### src/verilog/ecc_cfg.svh
`ifndef ECC_CFG_SVH
`define ECC_CFG_SVH

// Width of the protected data word.
`define ECC_DATA_W 86

// Seven Hamming check bits plus one overall weight bit.
`define ECC_CHECK_W 8

// Width of a Hamming position.
// It is also the low part of every check column.
`define ECC_POS_W 7

`endif
### src/verilog/ecc_pkg.sv
`include "ecc_cfg.svh"

package ecc_pkg;

    // The same syndrome word is read as a whole and as weight plus position.
    typedef union packed {
        logic [`ECC_CHECK_W-1:0] raw;
        struct packed {
            logic                  weight;
            logic [`ECC_POS_W-1:0] pos;
        } f;
    } syndrome_u;

    typedef enum logic [1:0] {
        ERR_NONE   = 2'd0,
        ERR_SINGLE = 2'd1,
        ERR_DOUBLE = 2'd2
    } err_class_e;

    // Data bit idx sits at the idx-th position from 3 that is not a power of two.
    // The top bit makes the weight of the column odd.
    function automatic logic [`ECC_CHECK_W-1:0] data_column(input int unsigned idx);
        int unsigned           pos;
        logic [`ECC_POS_W-1:0] p;
        pos = idx + 3;
        for (int k = 2; k < `ECC_POS_W; k++) begin
            if (pos >= (1 << k)) begin
                pos++;
            end
        end
        p = pos[`ECC_POS_W-1:0];
        return {~^p, p};
    endfunction

endpackage

### src/verilog/ecc_decode_if.sv
`timescale 1ns/1ps
`include "ecc_cfg.svh"

interface ecc_decode_if;

    ecc_pkg::syndrome_u    syndrome;
    logic                  zero;
    logic                  data_hit;
    logic                  check_hit;
    logic [`ECC_POS_W-1:0] bit_index;

    modport locator (
        output syndrome,
        output zero,
        output data_hit,
        output check_hit,
        output bit_index
    );

    modport ctrl (input zero, input data_hit, input check_hit);

    modport stage (input data_hit, input bit_index);

endinterface

### src/verilog/ecc_86_top.sv
`timescale 1ns/1ps
`include "ecc_cfg.svh"

module ecc_86_top (
    input  logic                    clk,
    input  logic                    arst_n,
    input  logic [`ECC_DATA_W-1:0]  data_in,
    input  logic [`ECC_CHECK_W-1:0] parity_in,
    input  logic                    bypass,
    output logic [`ECC_DATA_W-1:0]  data_out,
    output logic [`ECC_CHECK_W-1:0] parity_out,
    output logic                    sbit_err,
    output logic                    dbit_err
);

    // Check bits recomputed from the incoming data word.
    logic [`ECC_CHECK_W-1:0] check;
    logic                    correct_en;

    ecc_decode_if dec_if ();

    secded_encoder u_encoder (
        .data  (data_in),
        .check (check)
    );

    syndrome_locator u_locator (
        .parity (parity_in),
        .check  (check),
        .dec    (dec_if.locator)
    );

    ecc_ctrl u_ctrl (
        .clk        (clk),
        .arst_n     (arst_n),
        .bypass     (bypass),
        .dec        (dec_if.ctrl),
        .correct_en (correct_en),
        .sbit_err   (sbit_err),
        .dbit_err   (dbit_err)
    );

    // Registers line up with the flag registers in the control block.
    ecc_output_stage u_output_stage (
        .clk        (clk),
        .arst_n     (arst_n),
        .data       (data_in),
        .check      (check),
        .correct_en (correct_en),
        .dec        (dec_if.stage),
        .data_out   (data_out),
        .parity_out (parity_out)
    );

endmodule

### src/verilog/ecc_output_stage.sv
`timescale 1ns/1ps
`include "ecc_cfg.svh"

module ecc_output_stage (
    input  logic                    clk,
    input  logic                    arst_n,
    input  logic [`ECC_DATA_W-1:0]  data,
    input  logic [`ECC_CHECK_W-1:0] check,
    input  logic                    correct_en,
    ecc_decode_if.stage             dec,
    output logic [`ECC_DATA_W-1:0]  data_out,
    output logic [`ECC_CHECK_W-1:0] parity_out
);

    logic [`ECC_DATA_W-1:0] data_fix;

    // Only a data-bit hit flips anything. A check-bit error passes the data as is.
    always_comb begin
        data_fix = data;
        if (correct_en && dec.data_hit) begin
            data_fix[dec.bit_index] = ~data[dec.bit_index];
        end
    end

    always_ff @(posedge clk or negedge arst_n) begin
        if (!arst_n) begin
            data_out   <= '0;
            parity_out <= '0;
        end else begin
            data_out   <= data_fix;
            parity_out <= check;
        end
    end

endmodule

### src/verilog/ecc_ctrl.sv
`timescale 1ns/1ps

module ecc_ctrl (
    input  logic       clk,
    input  logic       arst_n,
    input  logic       bypass,
    ecc_decode_if.ctrl dec,
    output logic       correct_en,
    output logic       sbit_err,
    output logic       dbit_err
);

    ecc_pkg::err_class_e err_class;

    // Bypass hides every error, whatever the syndrome says.
    always_comb begin
        if (bypass) begin
            err_class = ecc_pkg::ERR_NONE;
        end else if (dec.zero) begin
            err_class = ecc_pkg::ERR_NONE;
        end else if (dec.data_hit || dec.check_hit) begin
            err_class = ecc_pkg::ERR_SINGLE;
        end else begin
            err_class = ecc_pkg::ERR_DOUBLE;
        end
    end

    assign correct_en = err_class == ecc_pkg::ERR_SINGLE;

    always_ff @(posedge clk or negedge arst_n) begin
        if (!arst_n) begin
            sbit_err <= 1'b0;
            dbit_err <= 1'b0;
        end else begin
            sbit_err <= err_class == ecc_pkg::ERR_SINGLE;
            dbit_err <= err_class == ecc_pkg::ERR_DOUBLE;
        end
    end

endmodule

### src/verilog/syndrome_locator.sv
`timescale 1ns/1ps
`include "ecc_cfg.svh"

module syndrome_locator (
    input  logic [`ECC_CHECK_W-1:0] parity,
    input  logic [`ECC_CHECK_W-1:0] check,
    ecc_decode_if.locator           dec
);

    localparam logic [`ECC_CHECK_W-1:0] last_col = ecc_pkg::data_column(`ECC_DATA_W - 1);
    localparam logic [`ECC_POS_W-1:0]   first_pos = 3;

    logic [`ECC_POS_W-1:0] pos;
    logic                  pos_pow2;
    logic                  pos_valid;
    logic [`ECC_POS_W-1:0] pow2_cnt;

    assign dec.syndrome = parity ^ check;

    assign pos = dec.syndrome.f.pos;

    // Zero also counts as a power of two here, so it never maps to data.
    assign pos_pow2 = (pos & (pos - 1'b1)) == '0;

    assign pos_valid = !pos_pow2 && (pos >= first_pos) &&
                       (pos <= last_col[`ECC_POS_W-1:0]);

    // A data column has odd weight, so the top bit must match the parity of pos.
    assign dec.data_hit = pos_valid && (dec.syndrome.f.weight == ~^pos);

    always_comb begin
        pow2_cnt = '0;
        for (int k = 0; k < `ECC_POS_W; k++) begin
            if (pos >= (1 << k)) begin
                pow2_cnt = pow2_cnt + 1'b1;
            end
        end
    end

    // Positions start at one and skip every power of two below them.
    assign dec.bit_index = pos - 1'b1 - pow2_cnt;

    assign dec.zero = dec.syndrome.raw == '0;

    // A flipped check bit leaves a one-hot syndrome.
    assign dec.check_hit = !dec.zero &&
                           ((dec.syndrome.raw & (dec.syndrome.raw - 1'b1)) == '0);

endmodule

### src/verilog/secded_encoder.sv
`timescale 1ns/1ps
`include "ecc_cfg.svh"

module secded_encoder (
    input  logic [`ECC_DATA_W-1:0]  data,
    output logic [`ECC_CHECK_W-1:0] check
);

    // Collects the data bits whose column has check bit k set.
    function automatic logic [`ECC_DATA_W-1:0] build_row(input int unsigned k);
        logic [`ECC_DATA_W-1:0]  row;
        logic [`ECC_CHECK_W-1:0] col;
        row = '0;
        for (int i = 0; i < `ECC_DATA_W; i++) begin
            col = ecc_pkg::data_column(i);
            row[i] = col[k];
        end
        return row;
    endfunction

    genvar k;

    generate
        for (k = 0; k < `ECC_CHECK_W; k++) begin : g_check
            localparam logic [`ECC_DATA_W-1:0] row = build_row(k);

            // Each check bit is the parity of the data bits on its row.
            assign check[k] = ^(data & row);
        end
    endgenerate

endmodule

### config.mk
export PLATFORM = sky130hd
export DESIGN_NAME = ecc_86_top
export DESIGN_NICKNAME = d
export VERILOG_FILES = /design/src/verilog/ecc_pkg.sv /design/src/verilog/ecc_decode_if.sv /design/src/verilog/ecc_86_top.sv /design/src/verilog/ecc_output_stage.sv /design/src/verilog/ecc_ctrl.sv /design/src/verilog/syndrome_locator.sv /design/src/verilog/secded_encoder.sv
export VERILOG_INCLUDE_DIRS = /design/src /design/src/verilog
export SDC_FILE = /design/constraint.sdc
export NUM_CORES = 1
export LEC_CHECK = 0
export BUFFER_PORTS_ARGS = -buffer_cell sky130_fd_sc_hd__buf_2
export CORE_MARGIN = 1
export CORE_UTILIZATION = 30
export DETAILED_ROUTE_END_ITERATION = 12
export MAX_ROUTING_LAYER = met4
export PLACE_DENSITY = 0.53
export SLEW_MARGIN = 20
export SYNTH_ARGS = -nofsm -noshare
export SYNTH_HDL_FRONTEND = slang
export SYNTH_SLANG_ARGS = --single-unit
### constraint.sdc
create_clock -name clk -period 0.8 [get_ports clk]
set_input_delay 0.2 -clock clk [delete_from_list [all_inputs] [get_ports clk]]
set_output_delay 0.2 -clock clk [all_outputs]
set_load 0.01 [all_outputs]
==> impl_metrics.yaml <==
flow_run:
  cap_violations: 0
timing:
  final-max-slew-violation-count: 0
  fin_crit_ns: 7.44
  setup_viol: 192
  tightest_slew_ns: 0.749
  slew_headroom_pct: 49.7
  timing.final.hold_violations: 0
  fmax_mhz: 134
  rsz0062_at_grt: "yes"
  setup_ws_ns: -6.64
  fin_crit_sh_pct: 929
global_route:
  grt-ovfl-total: 0
  grt_max_degree: 49
  grt_pass1_vias: 7637
  antenna_found_initial: 0
  groute.usage.overall_pct: 24.9
  grt_pass1_wl_um: 47300
logic_synthesis:
  synth_top_area_share_pct: 30.5
  netlist_top_cells_count: "xnor2_1 (105), dfrtp_1 (96), mux2_2 (83)"
  synthFlopType: "dfrtp_1"
  synthXorXnorAreaFrac_pct: 28.5
  synth_cell_types: 61
  ys_seq_elements: 96
  yosys.area_share.simple_pct: 12.0
  synth_area_leaders: "dfrtp_1 (30%), mux2_2 (12%), xnor3_1 (12%)"
  yosysSeqAreaShare_pct: 30.5
  synth_top_cell_by_area: "dfrtp_1"
  synth_nets: 856
  synth_edf_count: 0
  yosys.area_share.adder_pct: 4.83
  yosysMostFrequentCell: "xnor2_1"
  synth_compound_area_share_pct: 7.45
  synthCells: 730
  avgSynthCellArea_um2: 10.8
  yosysWarnings: 0
  netlist_area_um2: 7880
  synth_top_family_by_area: "XOR/XNOR gates"
  synth.mux.area_fraction_pct: 13.6
  async_flop_share_pct: 100
cts:
  numCtsBuffers: 9
  htreeDepth: 3
  cts.sinks: 96
  clockRootBuffer: "clkbuf_16"
  clk_pin_slew_ns: 0.07
  cts_tree: "built"
  clockBufferDepth: 2
final_layout:
  drive_above_1_share_pct: 63.2
  utilization_pct: 53.8
  nets: 1332
  n_fill_cell: 2240
  areaGrowthSynthToFinish_pct: 73.9
  fin_area_um2: 13700
  diodes: 0
drt:
  routed_wl_um: 33200
  antenna_left: 0
  wl_per_cell_um: 21.5
  post-route-drc-count: 0
  drt-initial-drc-count: 512
  vias_per_cell: 5.02
  dr.pass1.iters: 5
  num_vias: 7734
setup_path:
  cp-start-kind: "primary input"
  cp_slowest_cell: "xnor3_2"
  cp-end-kind: "flip-flop"
  arrival_ns: 7.68
  cp_max_fo: 8
  worstSetupPathType: "primary input to flip-flop"
  cp.required_ns: 1.04
  critPathMaxStageDelay_ns: 0.47
place:
  placed_area_um2: 11700
  port-buffer-count: 192
  gp_congestion: 0.985
  hpwl_um: 25000
  place_ws_ns: -7.17
die:
  initial_core_util_pct: 30.9
  die_w_um: 164
  die_area_um2: 26900
  core_um2: 25500
  ios: 193
  rows: 58
  chipHeight_um: 164
run_status:
  violations: "negative setup slack"
  status: "finished, violations left"
worst_hold_path:
  min_path_type: "primary input to flip-flop"
## state kept, by name, indices dropped and copies added (netlist names)
register and flops:
u_output_stage.data_out 86, u_output_stage.parity_out 8, u_ctrl.dbit_err 1, u_ctrl.sbit_err 1
## layout by cell type, fill, tap and decap left out, types with 4 or more instances in the layout
cell / n
dfrtp_1: 96
nor3_4: 17
ha_1: 20
mux2_2: 40
xnor2_1: 67
clkbuf_16: 11
nor4_2: 5
nand2_1: 45
xor2_2: 9
xnor2_2: 35
mux2_4: 51
ha_4: 6
a21oi_1: 4
a21oi_2: 4
xnor3_2: 9
o22ai_1: 28
nand4_1: 4
o21ai_0: 5
nand3_1: 21
buf_16: 5
buf_8: 6
xor2_1: 14
buf_4: 264
xnor3_1: 34
inv_1: 17
buf_12: 22
nand2_2: 14
o22a_1: 4
nor4_4: 8
xnor2_4: 5
nor2_1: 41
buf_2: 154
buf_6: 47
nor3_1: 4
a21o_1: 4
## through the flow
stage	hold WS (ns)	std cells	setup TNS, ns
4_1_cts	0.0774	1519	-598.66
2_1_floorplan	-0.0956	730	-590.00
6_report	0.0872	1541	-600.36
3_3_place_gp	0.193	1478	-624.85
3_5_place_dp	0.189	1478	-631.82
5_1_grt	0.0915	1541	-623.30
## timing repair
action,CTS,global route
setup buffers,26,21
pin swaps,29,18
setup endpoints to repair,192,192
hold endpoints to repair,96,0
cloned,5,3
hold buffers,1,0
resized for setup,160,100
## cell type report
| class | instances | area (µm²) | area share, % |
|---|---|---|---|
| Multi-Input combinational cell | 574 | 6470 | 47.2 |
| Timing Repair Buffer | 503 | 4050 | 29.5 |
| Sequential cell | 96 | 2400 | 17.5 |
| Tap cell | 330 | 413 | 3.01 |
| Clock buffer | 10 | 229 | 1.67 |
| Inverter | 22 | 87.6 | 0.639 |
| Clock inverter | 6 | 53.8 | 0.392 |
## cells by family after synthesis
| group | count (synthesis) |
|---|---|
| adder cells (fa/ha/maj) | 30 |
| XOR/XNOR | 180 |
| flip-flops | 96 |
| AO/OA/AOI/OAI | 80 |
| AND/OR/NAND/NOR | 190 |
| multiplexers | 93 |
| buffers and inverters | 60 |
| other | 1 |
## critical path: cells and delay by family
kind	cells	cell delay, ns
buf+inv	6	0.70
compound gates	5	0.79
simple gates	4	0.77
fa+ha+maj	7	1.79
xor+xnor	9	2.29
mux	4	1.13
## layer usage
metal / GRT usage [%] / routed length (µm) / up-vias / share of wire [%]
li1: - / - / 3512 / -
met1: 32.0 / 14300 / 3839 / 43
met2: 40.2 / 15900 / 302 / 48
met3: 2.75 / 1620 / 81 / 4.9
met4: 9.55 / 1370 / 0 / 4.1
met5: - / 0 / - / 0
## final timing paths
path	slack, ns	cells past startpoint	start	endpoint
min in group asynchronous	0.35	3	arst_n	u_output_stage.data_out[7]
max in group asynchronous	0.17	3	arst_n	u_output_stage.data_out[30]
setup / recovery	-6.64	35	data_in[22]	u_output_stage.data_out[70]
hold / removal	0.09	2	data_in[59]	u_output_stage.data_out[59]
Power is left out: the tool's default activity adds up to more than one toggle a clock period on the data nets, which glitch-free logic cannot reach.
